==> config.mk <==
export PLATFORM = sky130hd
export DESIGN_NAME = exec_top
export DESIGN_NICKNAME = d
export VERILOG_FILES = /design/src/exec_pkg.sv /design/src/exec_top.sv /design/src/btb.sv /design/src/csr_file.sv /design/src/exu.sv /design/src/branch_unit.sv /design/src/exec_alu.sv
export SDC_FILE = /design/constraint.sdc
export NUM_CORES = 2
export LEC_CHECK = 0
export ABC_AREA = 1
export BUFFER_PORTS_ARGS = -buffer_cell sky130_fd_sc_hd__buf_2
export CAP_MARGIN = 40
export CORE_ASPECT_RATIO = 2
export CORE_MARGIN = 4
export CORE_UTILIZATION = 60
export CTS_CLUSTER_DIAMETER = 40
export CTS_CLUSTER_SIZE = 12
export DETAILED_ROUTE_END_ITERATION = 8
export PLACE_DENSITY = 0.79
export SLEW_MARGIN = 0
export SYNTH_ARGS = -nofsm -noshare
export SYNTH_HDL_FRONTEND = slang
export SYNTH_SLANG_ARGS = --single-unit
==> constraint.sdc <==
create_clock -name clock -period 16.12 [get_ports clock]
set_input_delay 1.612 -clock clock [delete_from_list [all_inputs] [get_ports clock]]
set_output_delay 1.612 -clock clock [all_outputs]
set_load 0.05 [all_outputs]
==> src/exec_pkg.sv <==
package exec_pkg;

	typedef logic [31:0] word_t;
	typedef logic [3:0]  reg_idx_t; // rv32e, 16 registers
	typedef logic [24:0] btb_pc_t;
	typedef logic [9:0]  opcode_type_t;
	typedef logic [3:0]  alu_op_t;

	// one-hot bit positions in opcode_type_t
	localparam int unsigned INST_LUI   = 0;
	localparam int unsigned INST_AUIPC = 1;
	localparam int unsigned INST_JAL   = 2;
	localparam int unsigned INST_JALR  = 3;
	localparam int unsigned INST_BEQ   = 4; // all conditional branches
	localparam int unsigned INST_LW    = 5;
	localparam int unsigned INST_SW    = 6;
	localparam int unsigned INST_ADDI  = 7; // all reg-imm alu ops
	localparam int unsigned INST_ADD   = 8; // all reg-reg alu ops
	localparam int unsigned INST_CSR   = 9; // csr access, ecall, mret

	localparam alu_op_t OP_ADD   = 4'd0;
	localparam alu_op_t OP_SUB   = 4'd1;
	localparam alu_op_t OP_AND   = 4'd2;
	localparam alu_op_t OP_XOR   = 4'd3;
	localparam alu_op_t OP_OR    = 4'd4;
	localparam alu_op_t OP_SRL   = 4'd5;
	localparam alu_op_t OP_SRA   = 4'd6;
	localparam alu_op_t OP_SLL   = 4'd7;
	localparam alu_op_t OP_LESS  = 4'd8;
	localparam alu_op_t OP_ULESS = 4'd9;

	localparam logic [11:0] CSR_MSTATUS  = 12'h300;
	localparam logic [11:0] CSR_MTVEC    = 12'h305;
	localparam logic [11:0] CSR_MSCRATCH = 12'h340;
	localparam logic [11:0] CSR_MEPC     = 12'h341;
	localparam logic [11:0] CSR_MCAUSE   = 12'h342;

	localparam logic [11:0] CSR_FUNCT_ECALL = 12'h000;
	localparam logic [11:0] CSR_FUNCT_MRET  = 12'h302;
	localparam word_t       MCAUSE_ECALL_M  = 32'd11;

	localparam int unsigned BTB_ENTRIES = 16;
	localparam int unsigned BTB_IDX_W   = $clog2(BTB_ENTRIES);
	localparam int unsigned BTB_TAG_W   = $bits(btb_pc_t) - 2 - BTB_IDX_W;

	typedef struct packed {
		opcode_type_t opcode_type;
		reg_idx_t     rd;
		word_t        src1;
		word_t        src2;
		word_t        imm;
		logic [2:0]   funct3;
		logic         funct7_5;
		word_t        pc;
		word_t        dnpc; // predicted next pc from fetch
		logic         reg_wen;
		logic         inst_fencei;
	} exu_issue_t;

	typedef struct packed {
		btb_pc_t pc;
		word_t   target;
	} btb_update_t;

endpackage
==> src/exec_top.sv <==
`timescale 1ns/1ps

module exec_top import exec_pkg::*; (
	input  logic       clock,
	input  logic       arst_n,
	input  exu_issue_t issue,
	input  logic       exu_valid,
	input  logic       exu_ready,
	input  btb_pc_t    btb_raddr,
	output word_t      val,
	output logic       lsu_ren,
	output logic       lsu_wen,
	output reg_idx_t   rd_next,
	output logic       reg_wen_next,
	output word_t      jump_addr,
	output btb_pc_t    pc_next,
	output logic       jump_wrong,
	output logic       btb_hit,
	output word_t      btb_target
);

	word_t       loperand;
	word_t       roperand;
	word_t       alu_val;
	word_t       alu_sum;
	logic        branch_taken;
	word_t       csr_val;
	logic        csr_jump_en;
	word_t       csr_jump;
	logic        csr_enable;
	word_t       csr_wdata;
	logic        accept;
	logic        btb_wvalid;
	btb_update_t btb_wr;

	exu exu_i (
		.clock        (clock),
		.arst_n       (arst_n),
		.issue        (issue),
		.exu_valid    (exu_valid),
		.exu_ready    (exu_ready),
		.alu_val      (alu_val),
		.alu_sum      (alu_sum),
		.branch_taken (branch_taken),
		.csr_val      (csr_val),
		.csr_jump_en  (csr_jump_en),
		.csr_jump     (csr_jump),
		.loperand     (loperand),
		.roperand     (roperand),
		.val          (val),
		.lsu_ren      (lsu_ren),
		.lsu_wen      (lsu_wen),
		.csr_enable   (csr_enable),
		.csr_wdata    (csr_wdata),
		.accept       (accept),
		.rd_next      (rd_next),
		.reg_wen_next (reg_wen_next),
		.jump_addr    (jump_addr),
		.pc_next      (pc_next),
		.jump_wrong   (jump_wrong),
		.btb_wvalid   (btb_wvalid),
		.btb_wr       (btb_wr)
	);

	exec_alu exec_alu_i (
		.opcode_type (issue.opcode_type),
		.funct3      (issue.funct3),
		.funct7_5    (issue.funct7_5),
		.loperand    (loperand),
		.roperand    (roperand),
		.alu_val     (alu_val),
		.sum         (alu_sum)
	);

	branch_unit branch_unit_i (
		.src1         (issue.src1),
		.src2         (issue.src2),
		.funct3       (issue.funct3),
		.branch_taken (branch_taken)
	);

	csr_file csr_file_i (
		.clock       (clock),
		.arst_n      (arst_n),
		.accept      (accept),
		.opcode_type (issue.opcode_type),
		.funct3      (issue.funct3),
		.csr_addr    (issue.imm[11:0]), // csr number or ecall/mret code
		.pc          (issue.pc),
		.csr_enable  (csr_enable),
		.csr_wdata   (csr_wdata),
		.csr_val     (csr_val),
		.csr_jump_en (csr_jump_en),
		.csr_jump    (csr_jump)
	);

	btb btb_i (
		.clock      (clock),
		.arst_n     (arst_n),
		.btb_wvalid (btb_wvalid),
		.btb_wr     (btb_wr),
		.btb_raddr  (btb_raddr),
		.btb_hit    (btb_hit),
		.btb_target (btb_target)
	);

endmodule

==> src/btb.sv <==
`timescale 1ns/1ps

module btb import exec_pkg::*; (
	input  logic        clock,
	input  logic        arst_n,
	input  logic        btb_wvalid,
	input  btb_update_t btb_wr,
	input  btb_pc_t     btb_raddr,
	output logic        btb_hit,
	output word_t       btb_target
);

	logic [BTB_ENTRIES-1:0] valid_q;
	logic [BTB_TAG_W-1:0]   tag_q    [BTB_ENTRIES];
	word_t                  target_q [BTB_ENTRIES];

	logic [BTB_IDX_W-1:0] widx;
	logic [BTB_IDX_W-1:0] ridx;
	logic [BTB_TAG_W-1:0] wtag;
	logic [BTB_TAG_W-1:0] rtag;

	// pc bits 1:0 are always zero and not stored
	assign widx = btb_wr.pc[2 +: BTB_IDX_W];
	assign ridx = btb_raddr[2 +: BTB_IDX_W];
	assign wtag = btb_wr.pc[$bits(btb_pc_t)-1 -: BTB_TAG_W];
	assign rtag = btb_raddr[$bits(btb_pc_t)-1 -: BTB_TAG_W];

	always_ff @(posedge clock or negedge arst_n) begin
		if (!arst_n) begin
			valid_q <= '0;
		end else if (btb_wvalid) begin
			valid_q[widx] <= 1'b1;
		end
	end

	always_ff @(posedge clock) begin
		if (btb_wvalid) begin
			tag_q[widx]    <= wtag;
			target_q[widx] <= btb_wr.target;
		end
	end

	assign btb_hit    = valid_q[ridx] & (tag_q[ridx] == rtag);
	assign btb_target = target_q[ridx];

endmodule

==> src/csr_file.sv <==
`timescale 1ns/1ps

module csr_file import exec_pkg::*; (
	input  logic         clock,
	input  logic         arst_n,
	input  logic         accept,
	input  opcode_type_t opcode_type,
	input  logic [2:0]   funct3,
	input  logic [11:0]  csr_addr,
	input  word_t        pc,
	input  logic         csr_enable,
	input  word_t        csr_wdata,
	output word_t        csr_val,
	output logic         csr_jump_en,
	output word_t        csr_jump
);

	word_t mstatus;
	word_t mtvec;
	word_t mepc;
	word_t mcause;
	word_t mscratch;
	logic  is_system; // funct3 == 0 in the system opcode
	logic  is_ecall;
	logic  is_mret;

	assign is_system = opcode_type[INST_CSR] & (funct3 == 3'b000);
	assign is_ecall  = is_system & (csr_addr == CSR_FUNCT_ECALL);
	assign is_mret   = is_system & (csr_addr == CSR_FUNCT_MRET);

	assign csr_jump_en = is_ecall | is_mret;
	assign csr_jump    = is_ecall ? mtvec : mepc;

	always_comb begin
		case (csr_addr)
			CSR_MSTATUS:  csr_val = mstatus;
			CSR_MTVEC:    csr_val = mtvec;
			CSR_MEPC:     csr_val = mepc;
			CSR_MCAUSE:   csr_val = mcause;
			CSR_MSCRATCH: csr_val = mscratch;
			default:      csr_val = 32'b0;
		endcase
	end

	always_ff @(posedge clock or negedge arst_n) begin
		if (!arst_n) begin
			mstatus  <= 32'h0000_1800; // mpp = machine
			mtvec    <= 32'b0;
			mepc     <= 32'b0;
			mcause   <= 32'b0;
			mscratch <= 32'b0;
		end else if (accept) begin
			if (csr_enable) begin
				case (csr_addr)
					CSR_MSTATUS:  mstatus  <= csr_wdata;
					CSR_MTVEC:    mtvec    <= csr_wdata;
					CSR_MEPC:     mepc     <= csr_wdata;
					CSR_MCAUSE:   mcause   <= csr_wdata;
					CSR_MSCRATCH: mscratch <= csr_wdata;
					default:      ;
				endcase
			end
			if (is_ecall) begin
				mepc   <= pc;
				mcause <= MCAUSE_ECALL_M;
			end
		end
	end

	// csr_enable comes from exu, trap decode from here
	a_csr_excl: assert property (
		@(posedge clock) disable iff (!arst_n) !(csr_enable && csr_jump_en)
	) else $error("csr write and trap in the same instruction");

endmodule

==> src/exu.sv <==
`timescale 1ns/1ps

module exu import exec_pkg::*; (
	input  logic        clock,
	input  logic        arst_n,
	input  exu_issue_t  issue,
	input  logic        exu_valid,
	input  logic        exu_ready,
	input  word_t       alu_val,
	input  word_t       alu_sum,
	input  logic        branch_taken,
	input  word_t       csr_val,
	input  logic        csr_jump_en,
	input  word_t       csr_jump,
	output word_t       loperand,
	output word_t       roperand,
	output word_t       val,
	output logic        lsu_ren,
	output logic        lsu_wen,
	output logic        csr_enable,
	output word_t       csr_wdata,
	output logic        accept,
	output reg_idx_t    rd_next,
	output logic        reg_wen_next,
	output word_t       jump_addr,
	output btb_pc_t     pc_next,
	output logic        jump_wrong,
	output logic        btb_wvalid,
	output btb_update_t btb_wr
);

	word_t snpc;
	word_t npc; // resolved next pc
	logic  link;
	logic  jump_en;
	logic  need_btb;

	assign accept  = exu_valid & exu_ready;
	assign snpc    = issue.pc + 32'd4;
	assign link    = issue.opcode_type[INST_JAL] | issue.opcode_type[INST_JALR];
	assign jump_en = link | (issue.opcode_type[INST_BEQ] & branch_taken);

	assign loperand = (issue.opcode_type[INST_AUIPC] | issue.opcode_type[INST_JAL] |
	                   issue.opcode_type[INST_BEQ]) ? issue.pc :
	                  issue.opcode_type[INST_LUI] ? 32'b0 :
	                  issue.src1;
	assign roperand = issue.opcode_type[INST_ADD] ? issue.src2 : issue.imm;

	assign csr_enable = issue.opcode_type[INST_CSR] & (issue.funct3 != 3'b000);
	assign csr_wdata  = (issue.funct3 == 3'b010) ? (issue.src1 | csr_val) : // csrrs
	                    (issue.funct3 == 3'b001) ? issue.src1 :             // csrrw
	                    32'b0;

	assign val = link ? snpc :
	             csr_enable ? csr_val :
	             alu_val;

	assign lsu_ren = issue.opcode_type[INST_LW];
	assign lsu_wen = issue.opcode_type[INST_SW];

	assign npc = csr_jump_en ? csr_jump :
	             jump_en ? alu_sum :
	             snpc;

	always_ff @(posedge clock or negedge arst_n) begin
		if (!arst_n) begin
			reg_wen_next <= 1'b0;
			jump_wrong   <= 1'b0;
			need_btb     <= 1'b0;
		end else if (accept) begin
			reg_wen_next <= issue.reg_wen;
			jump_wrong   <= (npc != issue.dnpc) | issue.inst_fencei;
			need_btb     <= (issue.opcode_type[INST_BEQ] & issue.imm[31]) |
			                issue.opcode_type[INST_JAL]; // backward branch or jal
		end else begin
			jump_wrong   <= 1'b0; // redirect is a single pulse
		end
	end

	always_ff @(posedge clock) begin
		if (accept) begin
			rd_next   <= issue.rd;
			jump_addr <= npc;
			pc_next   <= issue.pc[$bits(btb_pc_t)-1:0];
		end
	end

	assign btb_wvalid    = jump_wrong & need_btb;
	assign btb_wr.pc     = pc_next;
	assign btb_wr.target = jump_addr;

	// operand and next-pc muxes rely on a single class bit
	a_onehot_class: assert property (
		@(posedge clock) disable iff (!arst_n) accept |-> $onehot0(issue.opcode_type)
	) else $error("instruction class is not one-hot");

endmodule

==> src/branch_unit.sv <==
`timescale 1ns/1ps

module branch_unit import exec_pkg::*; (
	input  word_t      src1,
	input  word_t      src2,
	input  logic [2:0] funct3,
	output logic       branch_taken
);

	logic [32:0] diff;
	logic        equal;
	logic        less;
	logic        uless;

	assign diff  = {1'b0, src1} - {1'b0, src2};
	assign equal = (diff[31:0] == 32'b0);
	assign uless = diff[32]; // borrow out
	assign less  = (src1[31] & ~src2[31]) |
	               (~(src1[31] ^ src2[31]) & diff[31]);

	always_comb begin
		case (funct3)
			3'b000:  branch_taken = equal;  // beq
			3'b001:  branch_taken = ~equal; // bne
			3'b100:  branch_taken = less;   // blt
			3'b101:  branch_taken = ~less;  // bge
			3'b110:  branch_taken = uless;  // bltu
			3'b111:  branch_taken = ~uless; // bgeu
			default: branch_taken = 1'b0;   // 2 and 3 are not branches
		endcase
	end

endmodule

==> src/exec_alu.sv <==
`timescale 1ns/1ps

module exec_alu import exec_pkg::*; (
	input  opcode_type_t opcode_type,
	input  logic [2:0]   funct3,
	input  logic         funct7_5,
	input  word_t        loperand,
	input  word_t        roperand,
	output word_t        alu_val,
	output word_t        sum
);

	alu_op_t     alu_op;
	logic [32:0] diff; // bit 32 is the borrow
	logic        less;
	logic        uless;
	logic [4:0]  shamt;

	always_comb begin
		alu_op = OP_ADD; // address and link arithmetic
		if (opcode_type[INST_ADDI] | opcode_type[INST_ADD]) begin
			case (funct3)
				3'b000:  alu_op = (opcode_type[INST_ADD] & funct7_5) ? OP_SUB : OP_ADD;
				3'b001:  alu_op = OP_SLL;
				3'b010:  alu_op = OP_LESS;
				3'b011:  alu_op = OP_ULESS;
				3'b100:  alu_op = OP_XOR;
				3'b101:  alu_op = funct7_5 ? OP_SRA : OP_SRL;
				3'b110:  alu_op = OP_OR;
				default: alu_op = OP_AND;
			endcase
		end
	end

	assign sum   = loperand + roperand;
	assign diff  = {1'b0, loperand} - {1'b0, roperand};
	assign uless = diff[32];
	assign less  = (loperand[31] & ~roperand[31]) |
	               (~(loperand[31] ^ roperand[31]) & diff[31]);
	assign shamt = roperand[4:0];

	always_comb begin
		case (alu_op)
			OP_ADD:   alu_val = sum;
			OP_SUB:   alu_val = diff[31:0];
			OP_AND:   alu_val = loperand & roperand;
			OP_XOR:   alu_val = loperand ^ roperand;
			OP_OR:    alu_val = loperand | roperand;
			OP_SRL:   alu_val = loperand >> shamt;
			OP_SRA:   alu_val = word_t'($signed(loperand) >>> shamt);
			OP_SLL:   alu_val = loperand << shamt;
			OP_LESS:  alu_val = {31'b0, less};
			OP_ULESS: alu_val = {31'b0, uless};
			default:  alu_val = '0;
		endcase
	end

endmodule

### After elaboration in Yosys (flattened, before gate mapping)

Memories as Yosys holds them, arrays and structs flattened.
Index checks and enable logic that the tools add are counted.

| operators by class | value |
|---|---|
| add/subtract/negate cells | 4 |
| magnitude comparators | 3 |
| eq/ne operators | 24 |
| shifts and indexed selects | 3 |
| muxes and demuxes | 30 |
| bitwise gates (word level) | 38 |
| reductions and logical operators | 14 |

Operator list:

| operator | count |
|---|---|
| 2-to-1 mux 32 bit | 16 |
| one-hot mux 32 bit (10 select lines) | 1 |
| one-hot mux 32 bit (5 select lines) | 1 |
| equality test 12 x 10 -> 1 bit (second input constant) | 6 |
| subtractor 32 x 32 -> 33 bit | 2 |
| OR 32 bit | 2 |
| adder 32 x 3 -> 32 bit (second input constant) | 1 |
| adder 32 bit | 1 |
| bitwise AND 32 bit | 1 |
| zero test 32 bit | 1 |
| inequality test 32 bit | 1 |
| left shift 32 x 5 -> 32 bit | 1 |
| right shift 32 x 5 -> 32 bit | 1 |
| >>> shifter 32 x 5 -> 32 bit | 1 |
| bitwise XOR 32 bit | 1 |
| one-hot mux 4 bit (7 select lines) | 1 |
| equality test 19 bit | 1 |
| equality test 4 x 3 -> 1 bit (second input constant) | 4 |
| OR 16 bit | 1 |
| AND reduction 3 bit | 5 |
| bitwise AND 1 bit | 14 |
| equality test 3 bit (second input constant) | 4 |
| zero test 12 bit | 1 |
| less-than comparator 4 x 5 -> 1 bit (second input constant) | 2 |
| other kinds (20) | 46 |

| storage, ports and cells | value |
|---|---|
| register bits | 240 |
| bits in writable memories | 816 |
| output and inout bits | 130 |
| logic and storage cells | 130 |
| memories kept | 2 |

Memory list:

| name | words | width | read ports | clocked after memory_dff | write ports | line | source |
|---|---|---|---|---|---|---|---|
| btb_i.target_q | 16 | 32 | 1 | 0 | 1 | btb.sv:15 | `word_t target_q [BTB_ENTRIES];` |
| btb_i.tag_q | 16 | 19 | 1 | 0 | 1 | btb.sv:14 | `logic [BTB_TAG_W-1:0] tag_q [BTB_ENTRIES];` |

### Longest topological paths before layout

| depth | value |
|---|---|
| depth after elaboration | 13 |
| depth in mapped cells | 35 |

### Modules after synthesis

Synthesis repeated with hierarchy kept, for this count alone.

| second synthesis, totals | value |
|---|---|
| cells, all modules | 7,739 |
| area, all modules | 62,348.5 µm² |

By module, submodules not included:

| module | times used | cells each | area an instance (µm²) | seq. area each (µm²) |
|---|---|---|---|---|
| btb | 1 | 2,652 | 33,459.6 | 24,903.9 |
| exec_alu | 1 | 2,291 | 10,719.0 | 0.0 |
| csr_file | 1 | 1,128 | 8,370.5 | 4,006.3 |
| exu | 1 | 1,046 | 6,836.6 | 1,906.8 |
| branch_unit | 1 | 622 | 2,962.8 | 0.0 |

### Worst setup path before layout

No wires, ideal clock.

| timing path | value |
|---|---|
| kind | input -> output |
| start point | input port issue[178] in the netlist's numbering |
| end point | output port val[31] |
| arrival | 6.210 ns |
| slack | 8.298 ns |
| cell stages on the path | 31 |
| path buffers | 5 |
| path through | buf_2 o21ai_0 buf_2 buf_2 buf_1 buf_2 ha_1 o21bai_1 a21oi_1 o21ai_0 nand2_1 nand2_1 a21oi_1 inv_1 nand3_1 nand2_1 nand2_1 nand2_1 nand4_1 nand2_1 nand3_1 nand2_1 nand2_1 nand2_1 a21oi_1 fa_1 o22ai_1 a2111oi_0 nand4_1 nand2_1 a22oi_1 |

| on the way | value |
|---|---|
| longest elaborated chain between the ends | 8 |

Ends and longest elaborated chain:

| what | line | source |
|---|---|---|
| from (decl) | exec_top.sv:6 | `input exu_issue_t issue,` |
| branches (longest 5 deep; another with subtractor 32 x 32 -> 33 bit) | -- |  |
| one-hot mux 32 bit (10 select lines) * | exec_alu.sv:43 | `case (alu_op)` |
| 2-to-1 mux 32 bit * | exu.sv:55 | `csr_enable ? csr_val :` |
| 2-to-1 mux 32 bit * | exu.sv:54 | `assign val = link ? snpc :` |
| to (decl) | exec_top.sv:10 | `output word_t val,` |

Mark *: on every way between the ends.

### Worst setup path after layout

| timing path | value |
|---|---|
| start point | input port issue[170] in the netlist's numbering |
| end point | output port val[31] |

| on the way | value |
|---|---|
| longest elaborated chain between the ends | 6 |

Ends and longest elaborated chain:

| what | line | source |
|---|---|---|
| 2-to-1 mux 32 bit * | exu.sv:45 | `issue.opcode_type[INST_LUI] ? 32'b0 :` |
| 2-to-1 mux 32 bit * | exu.sv:44 | `issue.opcode_type[INST_BEQ]) ? issue.pc :` |
| subtractor 32 x 32 -> 33 bit (tied with other cells) | exec_alu.sv:36 | `assign diff = {1'b0, loperand} - {1'b0, roperand};` |
| one-hot mux 32 bit (10 select lines) * | exec_alu.sv:43 |  |
| 2-to-1 mux 32 bit * | exu.sv:55 |  |
| 2-to-1 mux 32 bit * | exu.sv:54 |  |

Every way passes the cells marked *; elsewhere a longest branch is shown, timed or not.

==> summary.md <==
| Metric | Value |
|---|---|
| Status | `finished clean` |
| Final hold viol count | `0` |
| Critical setup path kind | `in -> out` |
| Path depth of the worst reg2reg path | `4` |
| Period Utilization, post-route | `62.0%` |
| Initial antenna violation count | `38` |
| CTS buffer count | `101` |
| CP top delay family | `simple AND/OR/NAND/NOR gates` |
| Cell count after synthesis | `6269` |
| Fmax | `100 MHz` |
| Hold Path Sink | `btb_i.valid_q[1]` |
| PwrDens | `a little over 100 nW/um2` |
| Post-synthesis cell type count | `70` |
| Critical R2R Launch | `exu_i.pc_next[3]` |
| Critical Path AT | `approximately 8.4 ns` |
| Largest net degree at the start of global routing | `157` |
| Post-synth EDFFs | `877` |
| Drt first pass iters | `7` |
| DRT antenna net count | `0` |
| Mapped Nets | `6613` |
| # rows | `160` |
| Core ar. | `95100 um2` |
| Global-route wire length before repair | `328000 um` |
| Worst reg2reg setup slack | `13.19 ns` |
| Worst Path Max Fanout | `31` |
| Post-Route WL | `234000 um` |
| IO buf count | `332` |
| DR iter-0 viols | `6360` |
| Via Count | `50667` |
| Reg2Reg Capture Point | `btb_i.target_q[0][30]` |
| Startpoint types | `primary input` |
| Vias in the first global route | `slightly below 50000` |
| Sequential area share after synthesis | `53.6%` |
| Total I/O pin count | `around 340` |
| Post-synthesis cell area | `57500 um2` |
| CTS tree | `built` |
| Clock skew | `0.0679 ns` |
| Clock Sinks | `1056` |
| Yosys warns | `0` |
| Worst slew pin tran | `1.16 ns` |
| CP max stage delay | `~0.75 ns` |
| Bufs and invs on worst path | `7` |
| DPL Wire Length | `approximately 170000 um` |
| Largest cells by area after synthesis | `edfxtp_1 (46%), dfrtp_1 (7.7%), nand2_1 (7.4%), o21ai_0 (6.5%), inv_1 (5.3%)` |
| Layout cell share with drive strength beyond 1 | `10.2%` |
| Starting Density | `60.5%` |
| Gpl congestion | `around 1.1` |
| Min-delay src | `btb_i.valid_q[1]` |
| Via-to-Cell Ratio | `roughly 6.5` |
| Final setup TNS | `0 ns` |
| Power after layout | `6.59 mW` |
| Final Max Tran Viols | `0` |
| Leakage | `roughly 27 nW` |
| Synthesis-to-finish area growth | `10.8%` |
| Grt ovf | `0` |
| Clk root buf | `clkbuf_16` |
| Most frequent cell on the critical path | `nand2_1` |
| Clock period minus worst slack | `9.99 ns` |
| Die height | `446 um` |
| Worst EP required | `14.51 ns` |
| RSZ-0062 raised after global routing | `false` |
| H-Tree Depth | `3` |
| Synth top area share | `between 40% and 50%` |
| Mean Syn Cell Area | `9.17 um2` |
| Most common cell after layout, fill and taps aside | `nand2_1` |
| # Post-CTS Setup Buffers | `0` |
| Full die area | `101000 um2` |
| Most frequent cells in the layout | `nand2_1 (1129), edfxtp_1 (877), inv_1 (812)` |
| Seq cells post-synth | `1056` |
| Normalized max-slew margin | `22.6%` |
| Synth area leader | `edfxtp_1` |
| HP Class | `reg -> reg` |
| Worst VDD drop | `0.0972 mV` |
| GRT Total Usage | `45.5%` |
| Critical Path Sink Type | `output pin` |
| Number of remaining DRC errors | `0` |
| Resize count post-CTS | `0` |
| Most used DFF post-synth | `edfxtp_1` |
| CTS max path bufs | `3` |
| Hold_buf cts | `0` |
| Clock insertion delay at the later pin of the skew report | `between 0.7 and 0.8 ns` |
| WL/cell | `30.0 um` |
| Final nets | `slightly below 7000` |
| CTS clk-pin slew, worst paths | `0.06 ns` |
| Post-synthesis async set-or-reset flop share | `about 17%` |
| Finish-stage setup viols | `0` |
| Die W | `227 um` |
| Hold Path Stages | `2` |
| Highest-delay cell along the critical path | `nand4_1` |
| Max-cap violations | `0` |
[worst max-delay path by stage]
stage / end / cells after the start / slack (ns) / start
after floorplan: val[31] / 31 / 8.30 / issue[178]
after global placement: val[31] / 31 / 6.19 / issue[172]
after detailed placement: val[31] / 33 / 6.66 / issue[172]
after CTS: val[31] / 33 / 6.63 / issue[172]
after global routing: val[31] / 33 / 5.98 / issue[172]
final: val[31] / 32 / 6.13 / issue[170]
[cell usage after synthesis, drive strengths merged, types with 24 or more instances]
library cell / n
nand2: 1136
edfxtp: 877
inv: 829
o21ai: 766
a21oi: 422
nor2: 376
nand3: 310
clkbuf: 238
o211ai: 216
mux2i: 212
dfrtp: 177
ha: 130
buf: 91
o22ai: 71
xor2: 63
nor3: 35
nand4: 34
a221oi: 30
a21boi: 27
nand3b: 27
a211oi: 26
a31oi: 24
[routing by layer]
layer / wire, um / global-route usage, % / vias up
met5: 173 / 0 / -
met4: 31500 / 46.3 / 18
met3: 24400 / 13.9 / 1191
met2: 109000 / 72.9 / 3445
met1: 69200 / 44.9 / 23832
li1: - / - / 22181
[logic make-up after synthesis]
logic type | after synthesis | synth area share [%]
and+or+nand+nor | 1967 | 14.4
DFF | 1056 | 53.6
adders and majority gates | 135 | 3.00
muxes | 212 | 3.69
buffers and inverters | 1163 | 7.72
AOI/OAI and AO/OA | 1673 | 16.7
xor gates and xnor gates | 63 | 0.959
[sequential cells by signal, indices dropped and copies added, names as in the netlist, 4 cells and up]
name                 flops
csr_file_i.mtvec        32
exu_i.pc_next           25
btb_i.target_q         512
btb_i.tag_q            304
exu_i.jump_addr         32
csr_file_i.mcause       32
btb_i.valid_q           16
exu_i.rd_next            4
csr_file_i.mepc         32
csr_file_i.mscratch     32
csr_file_i.mstatus      32
[tightest hold or removal path: stages, from the launching register on]
cell	delay [ns]
dfrtp_1	0.32
inv_1	0.05
o21ai_0	0.06
[through the flow]
stage	instance area [um2]	std cells	setup WS [ns]	hold WS [ns]	util (%)
final	63700	7798	6.13	0.466	67.0
after global placement	60200	7566	6.19	0.438	63.3
after floorplan	57500	6269	8.30	0.427	-
after CTS	63600	7755	6.63	0.461	66.8
after detailed placement	60700	7600	6.66	0.448	63.8
after global routing	63700	7771	5.98	0.482	67.0
[report_power, final]
group          total [mW]  internal [mW]  switching, mW
logic                1.34          0.323           1.02
registers            3.10           3.04         0.0661
clock network        2.15           1.16          0.990
[final cells by class]
class                   instances  area (um2)
clock buffers                 142        2680
flip-flops and latches       1056       30800
well taps                    1215        1520
fillers                      7338       31400
clock inverters                13         194
multi-input cells            4050       22500
repair buffers                457        2860
inverters                     834        3140
diodes                         31        77.6
(Power assumes the default switching activity.)
